`src/common/daq_settings.svh`:
```
`ifndef DAQ_SETTINGS_SVH
`define DAQ_SETTINGS_SVH

// buffer depth in 32-bit slots, power of two up to 2**16
`define DAQ_FIFO_DEPTH 16

// reset values of the threshold bytes, in percent
`define DAQ_ALMOST_FULL_PCT 95
`define DAQ_ALMOST_EMPTY_PCT 5

// host bus
`define DAQ_ABUS_WIDTH 16

// data path widths
`define DAQ_HIT_WIDTH 16
`define DAQ_WORD_WIDTH 32

// fill count, read back as three bytes
`define DAQ_SIZE_WIDTH 24

`endif

```
`src/common/daq_pkg.sv`:
```
`include "daq_settings.svh"

package daq_pkg;

    // one detector hit
    typedef logic [`DAQ_HIT_WIDTH-1:0] hit_t;

    // packed pair, first hit in the low half
    typedef logic [`DAQ_WORD_WIDTH-1:0] word_t;

    // words held in the buffer
    typedef logic [`DAQ_SIZE_WIDTH-1:0] size_t;

    // host register map, byte wide
    // addresses 1 and 2 read the fill size but take thresholds on write
    typedef enum logic [7:0] {
        REG_SOFT_RST = 8'd0,
        REG_SIZE_LO  = 8'd1,    // write sets almost-full threshold
        REG_SIZE_MID = 8'd2,    // write sets almost-empty threshold
        REG_SIZE_HI  = 8'd3,
        REG_READ_ERR = 8'd4
    } reg_addr_e;

    // pairing state of the hit packer
    typedef enum logic {
        PK_EMPTY = 1'b0,        // nothing held
        PK_HALF  = 1'b1         // first hit of a pair held
    } packer_state_e;

endpackage

```
`src/common/word_link_if.sv`:
```
`timescale 1ns/1ps

// packer to buffer link, credit based
// the sender spends one credit per word, the receiver hands one back per pop
interface word_link_if;

    logic           word_valid;     // one word per cycle, never refused
    daq_pkg::word_t word_data;
    logic           credit_return;  // one pulse per popped word
    logic           link_clear;     // soft reset, drop pair and reload credits

    modport sender (
        output word_valid,
        output word_data,
        input  credit_return,
        input  link_clear
    );

    modport receiver (
        input  word_valid,
        input  word_data,
        output credit_return,
        output link_clear
    );

endinterface

```
`src/common/fifo_port_if.sv`:
```
`timescale 1ns/1ps

// buffer core to RAM FIFO
interface fifo_port_if;

    logic           write;      // ignored while full
    logic           read;       // ignored while empty
    daq_pkg::word_t data_in;
    daq_pkg::word_t data_out;   // head word, valid while not empty
    logic           full;
    logic           empty;
    daq_pkg::size_t size;

    // core side
    modport user (
        output write,
        output read,
        output data_in,
        input  data_out,
        input  full,
        input  empty,
        input  size
    );

    // RAM side
    modport fifo (
        input  write,
        input  read,
        input  data_in,
        output data_out,
        output full,
        output empty,
        output size
    );

endinterface

```
`src/bram_fifo/word_ram_fifo.sv`:
```
`timescale 1ns/1ps
`include "daq_settings.svh"

// RAM FIFO with first-word fall-through
// head word sits on data_out whenever the FIFO is not empty
module word_ram_fifo #(
    parameter int DEPTH = `DAQ_FIFO_DEPTH
) (
    input  logic      BUS_CLK,
    input  logic      RST,
    fifo_port_if.fifo port
);

    localparam int AW = (DEPTH > 1) ? $clog2(DEPTH) : 1;

    daq_pkg::word_t mem [DEPTH];
    logic [AW-1:0]  wr_ptr;
    logic [AW-1:0]  rd_ptr;
    logic [AW:0]    count;     // occupancy, 0 to DEPTH
    logic           do_wr;
    logic           do_rd;

    assign port.full  = (count == (AW+1)'(DEPTH));
    assign port.empty = (count == '0);
    assign port.size  = daq_pkg::size_t'(count);

    assign do_wr = port.write && !port.full;   // overflow dropped
    assign do_rd = port.read && !port.empty;   // underflow dropped

    assign port.data_out = mem[rd_ptr];

    always_ff @(posedge BUS_CLK) begin
        if (do_wr) begin
            mem[wr_ptr] <= port.data_in;
        end
    end

    always_ff @(posedge BUS_CLK) begin
        if (RST) begin
            wr_ptr <= '0;
            rd_ptr <= '0;
            count  <= '0;
        end else begin
            if (do_wr) begin
                // explicit wrap keeps non power of two depths usable
                wr_ptr <= (wr_ptr == AW'(DEPTH - 1)) ? '0 : wr_ptr + 1'b1;
            end
            if (do_rd) begin
                rd_ptr <= (rd_ptr == AW'(DEPTH - 1)) ? '0 : rd_ptr + 1'b1;
            end
            case ({do_wr, do_rd})
                2'b10:   count <= count + 1'b1;
                2'b01:   count <= count - 1'b1;
                default: count <= count;
            endcase
        end
    end

endmodule

```
`src/bram_fifo/bram_fifo_core.sv`:
```
`timescale 1ns/1ps
`include "daq_settings.svh"

module bram_fifo_core #(
    parameter int DEPTH = `DAQ_FIFO_DEPTH
) (
    input  logic                       BUS_CLK,
    input  logic                       RST,
    input  logic [`DAQ_ABUS_WIDTH-1:0] bus_add,
    input  logic [7:0]                 bus_data_in,
    input  logic                       bus_rd,
    input  logic                       bus_wr,
    output logic [7:0]                 bus_data_out,
    input  logic                       bus_rd_data,
    output daq_pkg::word_t             bus_data_out_data,
    word_link_if.receiver              link,
    output logic                       fifo_near_full,
    output logic                       fifo_not_empty,
    output logic                       fifo_full,
    output logic                       fifo_read_error
);

    localparam logic [7:0] AF_RESET = 8'(255 * `DAQ_ALMOST_FULL_PCT / 100);
    localparam logic [7:0] AE_RESET = 8'(255 * `DAQ_ALMOST_EMPTY_PCT / 100);
    localparam int         PW       = `DAQ_SIZE_WIDTH + 2;

    fifo_port_if fifo_bus ();

    daq_pkg::reg_addr_e reg_sel;
    logic               reg_hit;    // address inside the byte-wide bank
    logic               soft_rst;
    logic               core_rst;
    logic [7:0]         af_thr;
    logic [7:0]         ae_thr;
    logic [7:0]         read_err;
    daq_pkg::size_t     af_level;
    daq_pkg::size_t     ae_level;
    logic               pop;

    // threshold byte to a word count, (thr+1)*depth/256
    function automatic daq_pkg::size_t thr_level(input logic [7:0] thr);
        logic [PW-1:0] prod;
        prod = PW'(thr) + 1'b1;
        prod = prod * PW'(DEPTH);
        return daq_pkg::size_t'(prod >> 8);
    endfunction

    assign reg_hit  = (bus_add[`DAQ_ABUS_WIDTH-1:8] == '0);
    assign reg_sel  = daq_pkg::reg_addr_e'(bus_add[7:0]);
    assign soft_rst = bus_wr && reg_hit && (reg_sel == daq_pkg::REG_SOFT_RST);
    assign core_rst = RST || soft_rst;

    assign link.link_clear = soft_rst;   // packer drops its pair in the same cycle

    word_ram_fifo #(
        .DEPTH (DEPTH)
    ) ram_fifo_i (
        .BUS_CLK (BUS_CLK),
        .RST     (core_rst),
        .port    (fifo_bus)
    );

    // every valid word is taken, credits keep the FIFO from overflowing
    assign fifo_bus.write   = link.word_valid;
    assign fifo_bus.data_in = link.word_data;
    assign fifo_bus.read    = bus_rd_data;

    assign pop = bus_rd_data && !fifo_bus.empty;

    // threshold bytes
    always_ff @(posedge BUS_CLK) begin
        if (core_rst) begin
            af_thr <= AF_RESET;
            ae_thr <= AE_RESET;
        end else if (bus_wr && reg_hit) begin
            if (reg_sel == daq_pkg::REG_SIZE_LO) begin
                af_thr <= bus_data_in;
            end
            if (reg_sel == daq_pkg::REG_SIZE_MID) begin
                ae_thr <= bus_data_in;
            end
        end
    end

    always_ff @(posedge BUS_CLK) begin
        if (bus_rd) begin
            bus_data_out <= 8'h00;  // unmapped reads give zero
            if (reg_hit) begin
                case (reg_sel)
                    daq_pkg::REG_SIZE_LO:  bus_data_out <= fifo_bus.size[7:0];
                    daq_pkg::REG_SIZE_MID: bus_data_out <= fifo_bus.size[15:8];
                    daq_pkg::REG_SIZE_HI:  bus_data_out <= fifo_bus.size[23:16];
                    daq_pkg::REG_READ_ERR: bus_data_out <= read_err;
                    default:               bus_data_out <= 8'h00;
                endcase
            end
        end
    end

    // data read path, head word captured as it is popped
    always_ff @(posedge BUS_CLK) begin
        if (pop) begin
            bus_data_out_data <= fifo_bus.data_out;
        end
    end

    always_ff @(posedge BUS_CLK) begin
        if (core_rst) begin
            link.credit_return <= 1'b0;
        end else begin
            link.credit_return <= pop;  // slot freed, same edge as the data
        end
    end

    // reads on an empty FIFO, saturating
    always_ff @(posedge BUS_CLK) begin
        if (core_rst) begin
            read_err <= 8'h00;
        end else if (bus_rd_data && fifo_bus.empty && (read_err != 8'hff)) begin
            read_err <= read_err + 1'b1;
        end
    end

    assign af_level = thr_level(af_thr);
    assign ae_level = thr_level(ae_thr);

    // near full with hysteresis, set wins over clear
    always_ff @(posedge BUS_CLK) begin
        if (core_rst) begin
            fifo_near_full <= 1'b0;
        end else if ((fifo_bus.size >= af_level) || (af_thr == 8'h00)) begin
            fifo_near_full <= 1'b1;
        end else if ((fifo_bus.size == '0)
                     || ((ae_thr != 8'h00) && (fifo_bus.size <= ae_level))) begin
            fifo_near_full <= 1'b0;
        end
    end

    assign fifo_not_empty  = !fifo_bus.empty;
    assign fifo_full       = fifo_bus.full;
    assign fifo_read_error = (read_err != 8'h00);

endmodule

```
`src/rtl/hit_packer.sv`:
```
`timescale 1ns/1ps
`include "daq_settings.svh"

module hit_packer #(
    parameter int DEPTH = `DAQ_FIFO_DEPTH     // credits after reset, one per slot
) (
    input  logic           BUS_CLK,
    input  logic           RST,
    input  logic           hit_valid,
    input  daq_pkg::hit_t  hit_data,
    output logic           hit_ready,
    word_link_if.sender    link
);

    localparam int CW = $clog2(DEPTH) + 1;

    daq_pkg::packer_state_e state;
    daq_pkg::hit_t          first_hit;  // low half of the pending word
    logic [CW-1:0]          credits;
    logic                   take;
    logic                   spend;

    // no credit, no hit, so a pending first hit can always be completed
    assign hit_ready = (credits != '0);
    assign take      = hit_valid && hit_ready;
    assign spend     = take && (state == daq_pkg::PK_HALF);  // second hit of a pair

    always_ff @(posedge BUS_CLK) begin
        if (RST || link.link_clear) begin
            state           <= daq_pkg::PK_EMPTY;  // half pair is dropped
            link.word_valid <= 1'b0;
        end else begin
            link.word_valid <= 1'b0;
            if (take) begin
                case (state)
                    daq_pkg::PK_EMPTY: begin
                        state <= daq_pkg::PK_HALF;
                    end
                    daq_pkg::PK_HALF: begin
                        state           <= daq_pkg::PK_EMPTY;
                        link.word_valid <= 1'b1;  // word out on the next cycle
                    end
                    default: begin
                        state <= daq_pkg::PK_EMPTY;
                    end
                endcase
            end
        end
    end

    // credit count, spend and return may coincide
    always_ff @(posedge BUS_CLK) begin
        if (RST || link.link_clear) begin
            credits <= CW'(DEPTH);
        end else begin
            case ({spend, link.credit_return})
                2'b10:   credits <= credits - 1'b1;
                2'b01:   credits <= credits + 1'b1;
                default: credits <= credits;
            endcase
        end
    end

    always_ff @(posedge BUS_CLK) begin
        if (take && (state == daq_pkg::PK_EMPTY)) begin
            first_hit <= hit_data;
        end
        if (spend) begin
            link.word_data <= {hit_data, first_hit};  // second hit on top
        end
    end

endmodule

```
`src/rtl/daq_readout_top.sv`:
```
`timescale 1ns/1ps
`include "daq_settings.svh"

module daq_readout_top (
    input  logic                       BUS_CLK,
    input  logic                       RST,
    input  logic                       hit_valid,
    input  daq_pkg::hit_t              hit_data,
    output logic                       hit_ready,
    input  logic [`DAQ_ABUS_WIDTH-1:0] bus_add,
    input  logic [7:0]                 bus_data_in,
    input  logic                       bus_rd,
    input  logic                       bus_wr,
    output logic [7:0]                 bus_data_out,
    input  logic                       bus_rd_data,
    output daq_pkg::word_t             bus_data_out_data,
    output logic                       fifo_not_empty,
    output logic                       fifo_full,
    output logic                       fifo_near_full,
    output logic                       fifo_read_error
);

    word_link_if link_i ();  // packed words forward, credits back

    hit_packer #(
        .DEPTH (`DAQ_FIFO_DEPTH)
    ) packer_i (
        .BUS_CLK   (BUS_CLK),
        .RST       (RST),
        .hit_valid (hit_valid),
        .hit_data  (hit_data),
        .hit_ready (hit_ready),
        .link      (link_i)
    );

    // same depth on both sides so credits match the slots
    bram_fifo_core #(
        .DEPTH (`DAQ_FIFO_DEPTH)
    ) core_i (
        .BUS_CLK           (BUS_CLK),
        .RST               (RST),
        .bus_add           (bus_add),
        .bus_data_in       (bus_data_in),
        .bus_rd            (bus_rd),
        .bus_wr            (bus_wr),
        .bus_data_out      (bus_data_out),
        .bus_rd_data       (bus_rd_data),
        .bus_data_out_data (bus_data_out_data),
        .link              (link_i),
        .fifo_near_full    (fifo_near_full),
        .fifo_not_empty    (fifo_not_empty),
        .fifo_full         (fifo_full),
        .fifo_read_error   (fifo_read_error)
    );

endmodule

```
`config.mk`:
```
export PLATFORM = sky130hd
export DESIGN_NAME = daq_readout_top
export DESIGN_NICKNAME = d
export VERILOG_FILES = /design/src/common/daq_pkg.sv /design/src/common/word_link_if.sv /design/src/common/fifo_port_if.sv /design/src/bram_fifo/word_ram_fifo.sv /design/src/bram_fifo/bram_fifo_core.sv /design/src/rtl/hit_packer.sv /design/src/rtl/daq_readout_top.sv
export VERILOG_INCLUDE_DIRS = /design/src /design/src/common
export SDC_FILE = /design/constraint.sdc
export NUM_CORES = 1
export LEC_CHECK = 0
export BUFFER_PORTS_ARGS = -buffer_cell sky130_fd_sc_hd__buf_2
export CAP_MARGIN = 20
export CORE_MARGIN = 3
export CORE_UTILIZATION = 28
export DETAILED_ROUTE_END_ITERATION = 10
export PLACE_DENSITY = 0.41
export REMOVE_ABC_BUFFERS = 1
export SYNTH_ARGS = -nofsm -noshare
export SYNTH_HDL_FRONTEND = slang
export SYNTH_HIERARCHICAL = 1
export SYNTH_SLANG_ARGS = --single-unit
```
`constraint.sdc`:
```
create_clock -name BUS_CLK -period 7.3 [get_ports BUS_CLK]
set_clock_uncertainty 0.2 [all_clocks]
set_input_delay 0.365 -clock BUS_CLK [delete_from_list [all_inputs] [get_ports BUS_CLK]]
set_output_delay 0.365 -clock BUS_CLK [all_outputs]
set_load 0.005 [all_outputs]
```
**Word-level counts from Yosys, hierarchy flattened**

Memory sizes are Yosys's and may differ from the RTL's. A register that Yosys moved wholly into a read port is not among the register bits.
Index checks and enable logic that the tools add are counted.

- Add/subtract/negate cells: 9
- $mul: 0
- Div/mod/pow operators: 0
- $lt $le $gt $ge: 2
- Equality and inequality tests: 11
- Shifts and indexed selects: 0
- Multiplexer cells: 11
- Bitwise logic cells: 2
- Reduce and logical (&&, ||, !) cells: 29

Operator list:

| kind | number |
|---|---|
| logical NOT 24 bit | 1 |
| logical NOT 8 bit | 3 |
| case mux 5 bit (2 select lines) | 2 |
| adder 8 x 1 -> 9 bit (second input constant) | 2 |
| >= comparator 5 x 18 -> 1 bit | 1 |
| less-or-equal comparator 5 x 18 -> 1 bit | 1 |
| case mux 8 bit (2 select lines) | 1 |
| nonzero test 8 bit | 2 |
| adder 5 x 1 -> 5 bit (second input constant) | 2 |
| logical AND 1 bit | 10 |
| subtractor 5 x 1 -> 5 bit (second input constant) | 2 |
| adder 4 x 1 -> 4 bit (second input constant) | 2 |
| adder 8 x 1 -> 8 bit (second input constant) | 1 |
| == test 4 bit (second input constant) | 2 |
| == test 8 x 1 -> 1 bit (second input constant) | 1 |
| == test 8 x 2 -> 1 bit (second input constant) | 1 |
| == test 8 x 3 -> 1 bit (second input constant) | 1 |
| two-way mux 4 bit | 2 |
| inequality test 8 bit (second input constant) | 1 |
| nonzero test 2 bit | 3 |
| == test 5 bit (second input constant) | 1 |
| logical NOT 5 bit | 1 |
| two-way mux 1 bit | 5 |
| nonzero test 5 bit | 1 |
| 8 further kinds | 15 |

- Register bits after elaboration: 102
- Bits in latches: 0
- Bits in writable memories: 512
- ROM bits: 0
- Output and inout port bits: 45
- Memories kept: 1

Memories:

| name | depth | bits a word | rd ports | clocked after Yosys merged registers in | wr ports | RTL line | text |
|---|---|---|---|---|---|---|---|
| core_i.ram_fifo_i.mem | 16 | 32 | 1 | 1 | 1 | word_ram_fifo.sv:16 | `daq_pkg::word_t mem [DEPTH];` |

**Longest topological paths before layout**

- Word-level depth: 6
- Gate-level depth with buffers: 13
- Mapped depth without buffers: 10

**By module**

The synthesis kept the hierarchy.

By module, submodules not included:

| module | times used | cells each | area each (um2) |
|---|---|---|---|
| word_ram_fifo | 1 | 846 | 20434.6 |
| bram_fifo_core | 1 | 263 | 3067.9 |
| hit_packer | 1 | 98 | 1864.3 |

**Worst setup path after synthesis**

Ideal clock, no wire load.

- Kind: register to register
- Start point: reg core_i.ram_fifo_i.count[2]
- End point: mem core_i/ram_fifo_i/mem[0][0] in the netlist's numbering (enable)
- Library setup time: 0.513 ns
- Arrival time: 4.493 ns
- Path slack: 2.094 ns
- Cell stages (with the launch flop): 7
- Buffers on the path: 3
- Period minus slack after synthesis: 5.206 ns
- Cell sequence: dfxtp_1 clkbuf_1 or4_1 buf_2 o21ai_2 buf_6 nor4b_1

- Cells in the longest elaborated chain, start to end: 5

RTL lines:

| item | RTL line | text |
|---|---|---|
| start, declared | word_ram_fifo.sv:19 | `logic [AW:0] count;` |
| start signal, assigned | word_ram_fifo.sv:52 | `2'b10: count <= count + 1'b1;` |
| start signal, assigned | word_ram_fifo.sv:53 | `2'b01: count <= count - 1'b1;` |
| start signal, assigned | word_ram_fifo.sv:54 | `default: count <= count;` |
| == test 5 bit | word_ram_fifo.sv:23 | `assign port.full = (count == (AW+1)'(DEPTH));` |
| logical NOT 1 bit | word_ram_fifo.sv:27 | `assign do_wr = port.write && !port.full;` |
| logical AND 1 bit | word_ram_fifo.sv:27 |  |
| two-way mux 1 bit | word_ram_fifo.sv:33 | `if (do_wr) begin` |
| two-way mux 1 bit (not written as such) | word_ram_fifo.sv:34 | `mem[wr_ptr] <= port.data_in;` |
| end, declared | word_ram_fifo.sv:16 |  |

No other way between the ends.

**Final worst setup path**

- Start point: reg core_i.ram_fifo_i.count[1]
- End point: reg core_i.ram_fifo_i.count[4]

- Cells in the longest elaborated chain, start to end: 5

RTL lines:

| item | RTL line | text |
|---|---|---|
| == test 5 bit or logical NOT 5 bit (tied branches) | word_ram_fifo.sv:23, word_ram_fifo.sv:24 |  |
| logical NOT 1 bit, on equally long branches | word_ram_fifo.sv:27, word_ram_fifo.sv:28 |  |
| logical AND 1 bit, on equally long branches | word_ram_fifo.sv:27, word_ram_fifo.sv:28 |  |
| == test 2 x 1 -> 1 bit or == test 2 bit (tied branches) | word_ram_fifo.sv:51 | `case ({do_wr, do_rd})` |
| case mux 5 bit (2 select lines) or nonzero test 2 bit (tied branches) | - |  |

Several ways; a longest one is shown, not always the timed one.
A chain may end at the register's enable or synchronous reset.

==> metrics.txt <==
cells on worst reg2reg path 9; hpwl dp slightly above 30,000 um; fin nets roughly 1,400; Syn-to-layout area delta 17.07%; Worst Path Required approximately 7.6 ns; Max H-tree Level 3; I/O pin total 91; Clock Latency Late Sink 0.61 ns; CTS tree done; Pwr Density 301.3 mW/mm2; Crit Reg-Reg Endpoint core_i/ram_fifo_i/count[4]; asr flop ratio synth 0; Sink Count 650; Crit Path Class reg2reg; mean post-synth cell area between 20 and 25 um2; Global Route Usage Sum 0.1290; post-synthesis simple-gate area fraction 0.03527; max-slew violation count 0; vias in the first global route about 13,000; FF/Latch Area around 0.019 mm2; Crit. End Element flip-flop; yosys warns 6; wirelength, routed 60,440 um; Synth Area in Adders 0.01263; fillcell total 8,447; vias between 10,000 and 15,000; area of the multi-input gates roughly 0.0059 mm2; initial DRC count just under 800; pin count of the biggest net entering global routing 57; Max Fclk 275.8 MHz; relative slew slack 0.3262; outcome completed; RR Startpoint core_i/ram_fifo_i/count[1]; crit path max fanout 12; GPL Wtd Cong approximately 0.73; row count roughly 110; xor and xnor fraction of the mapped netlist area 0.006905; first-pass GRT wire length 88,640 um; DRC errors left 0; Leak 9.383 nW; max-cap violation count 0; clock buffer depth 3; core area slightly below 0.09 mm2; CTS clk-pin slew, worst paths about 0.050 ns; endpoints failing setup 0; Synth Cell Area between 0.02 and 0.03 mm2; Post-synth EDFFs 600; Post-CTS Setup Inserts 0; Die Height 307.0 um; worst vdd ir around 0.15 mV; largest family of logic cells by synthesized area multiplexers; Cells after Synth ~1,200; 1st-pass router iterations 5; final setup TNS 0 ns; via density per instance approximately 4.6; Post-CTS Resized 0; Worst Tran Pin Value about 1.0 ns; Overflow after GRT 0; CTS root buffer clkbuf_16; CTS Buf Count between 70 and 80; Yosys cell types 64; sequential area share after synthesis 0.7497; PortBufs 90; share of layout cells above drive strength 1 0.2769; die width 307.0 um; Worst Hold End core_i/read_err[7]; Worst EP arrival between 3 and 4 ns; Final min period ~3.6 ns; RSZ-0062 raised after global routing false; Seq cells post-synth 650; worst hold stages 3; ANT nets after route 0; Synth Area in Compound Gates 0.02343; hold-fix buffers at CTS 27; post-synthesis mux area share 0.1502; Hold Crit Start bus_wr; Hold WS about 0.056 ns; initial antenna violation count 3; CP Launch Type flip-flop; R2R setup slack between 3 and 4 ns; wire length per cell around 23 um; Worst Hold Class in2reg; full die area 0.09424 mm2; Primary FF master, synth edfxtp_1; Final Cycle Share 0.4968; final hold vios 0; Initial Util 0.2848
## cell usage in the layout (no fill, tap or decap), drive strengths merged, types with 8 or more instances in the layout
cell,netlist,routed
a21oi,19,19
a22o,14,14
a22oi,12,12
and2,15,15
buf,56,111
clkbuf,15,91
clkinv,0,42
conb,1,19
dfxtp,50,50
dlygate4sd3,0,27
edfxtp,600,600
ha,24,24
inv,18,20
mux2i,14,14
mux4,160,160
nand2,21,21
nand3,10,10
nor2,49,49
nor2b,10,10
nor4,16,16
o21ai,14,14
xnor2,8,8
xor2,12,12
## worst max-delay path by stage
| stage | depth (start not counted) | slack [ns] | endpoint | from |
|---|---|---|---|---|
| 2_1_floorplan | 2 | 0.54 | core_i/bus_data_out_data[0] | flip-flop |
| 3_3_place_gp | 9 | 3.75 | core_i/ram_fifo_i/count[4] | core_i/ram_fifo_i/count[1] |
| 3_5_place_dp | 9 | 3.69 | core_i/ram_fifo_i/count[4] | core_i/ram_fifo_i/count[1] |
| 4_1_cts | 9 | 3.68 | core_i/ram_fifo_i/count[4] | core_i/ram_fifo_i/count[1] |
| 5_1_grt | 9 | 3.45 | core_i/ram_fifo_i/count[4] | core_i/ram_fifo_i/count[1] |
| 6_report | 9 | 3.67 | core_i/ram_fifo_i/count[4] | core_i/ram_fifo_i/count[1] |
## flip-flops by register name (all words and copies together), names as in the netlist, named ones only
signal / count
core_i/ae_thr: 8
core_i/af_thr: 8
core_i/bus_data_out: 8
core_i/bus_data_out_data: 32
core_i/fifo_near_full: 1
core_i/link.credit_return: 1
core_i/ram_fifo_i/count: 5
core_i/ram_fifo_i/mem: 512
core_i/ram_fifo_i/rd_ptr: 4
core_i/ram_fifo_i/wr_ptr: 4
core_i/read_err: 8
packer_i/credits: 5
packer_i/first_hit: 16
packer_i/link.word_data: 32
packer_i/link.word_valid: 1
packer_i/state: 1
## worst max-delay path, stage by stage, from the launching register on
cell,delay (ns)
dfxtp_1,0.43
or4_1,0.71
o21ai_2,0.56
ha_1,0.42
xor2_1,0.19
ha_1,0.21
and3b_1,0.16
o21ai_0,0.08
a31oi_1,0.21
mux2_2,0.34
## report_power, final
part / internal, W / switching (W) / leakage [nW] / total (W)
combinational: 0.000470 / 0.000471 / 2.42 / 0.000941
sequential: 0.00430 / 0.000183 / 5.83 / 0.00448
clock: 0.00200 / 0.00152 / 1.14 / 0.00352
## cells in the mapped netlist, types with 3 or more instances
library cell,number,share of area
a211oi_1,3,0.00089
a21o_1,3,0.00089
a21oi_1,19,0.0037
a22o_1,14,0.0048
a22oi_1,12,0.0036
a31oi_1,3,0.00074
and2_1,15,0.0037
and3_1,5,0.0012
buf_1,7,0.0010
buf_2,12,0.0024
buf_4,21,0.0062
buf_6,16,0.0071
clkbuf_1,14,0.0021
dfxtp_1,50,0.039
edfxtp_1,600,0.71
ha_1,24,0.012
inv_1,17,0.0025
mux2i_1,14,0.0055
mux4_1,12,0.012
mux4_2,148,0.13
nand2_1,21,0.0031
nand3_1,10,0.0020
nand4_1,5,0.0012
nor2_1,48,0.0071
nor2b_1,10,0.0025
nor3_1,6,0.0012
nor4_1,15,0.0037
nor4b_1,6,0.0021
o21ai_0,11,0.0022
o22a_1,4,0.0014
or3_1,3,0.00074
or4_1,3,0.00089
xnor2_1,8,0.0028
xor2_1,12,0.0041
## cell type report
type | count | share of cell area
timing repair buffer | 138 | 0.02958
clock inverter | 47 | 0.01277
multi-input combinational | 486 | 0.1994
inverter | 18 | 0.002275
antenna | 1 | 0.00008427
sequential | 650 | 0.6409
tap | 1165 | 0.04909
clock buffer | 91 | 0.06594
## through the flow
step	cell area, um2	instances	worst slack, ns	util	total power (W)
after global placement	27090	2430	3.754	0.3041	0.005512
after global routing	29690	2595	3.452	0.3334	0.009359
final	29700	2596	3.674	0.3335	0.008947
after floorplan	24950	1154	0.5376	-	0.005227
after detailed placement	27090	2430	3.695	0.3041	0.005524
after CTS	29690	2595	3.677	0.3334	0.009127
## routing by layer
| layer | global-route usage | vias to the layer above | part of all wire |
|---|---|---|---|
| met5 | 0 | - | 0.00045 |
| met4 | 0.02965 | 4 | 0.019 |
| met3 | 0.02583 | 88 | 0.042 |
| met2 | 0.2149 | 238 | 0.49 |
| met1 | 0.1747 | 6404 | 0.45 |
| li1 | - | 5300 | - |
## cells by family (layout without fill, tap and decap cells)
group	after synthesis	in the layout
flops	650	650
mux	176	176
fa+ha+maj	25	25
simple gates	162	162
xor+xnor	20	20
other cells	1	20
compound gates	84	84
buf+inv	89	294
No activity file was read; power rests on OpenSTA's default activity.
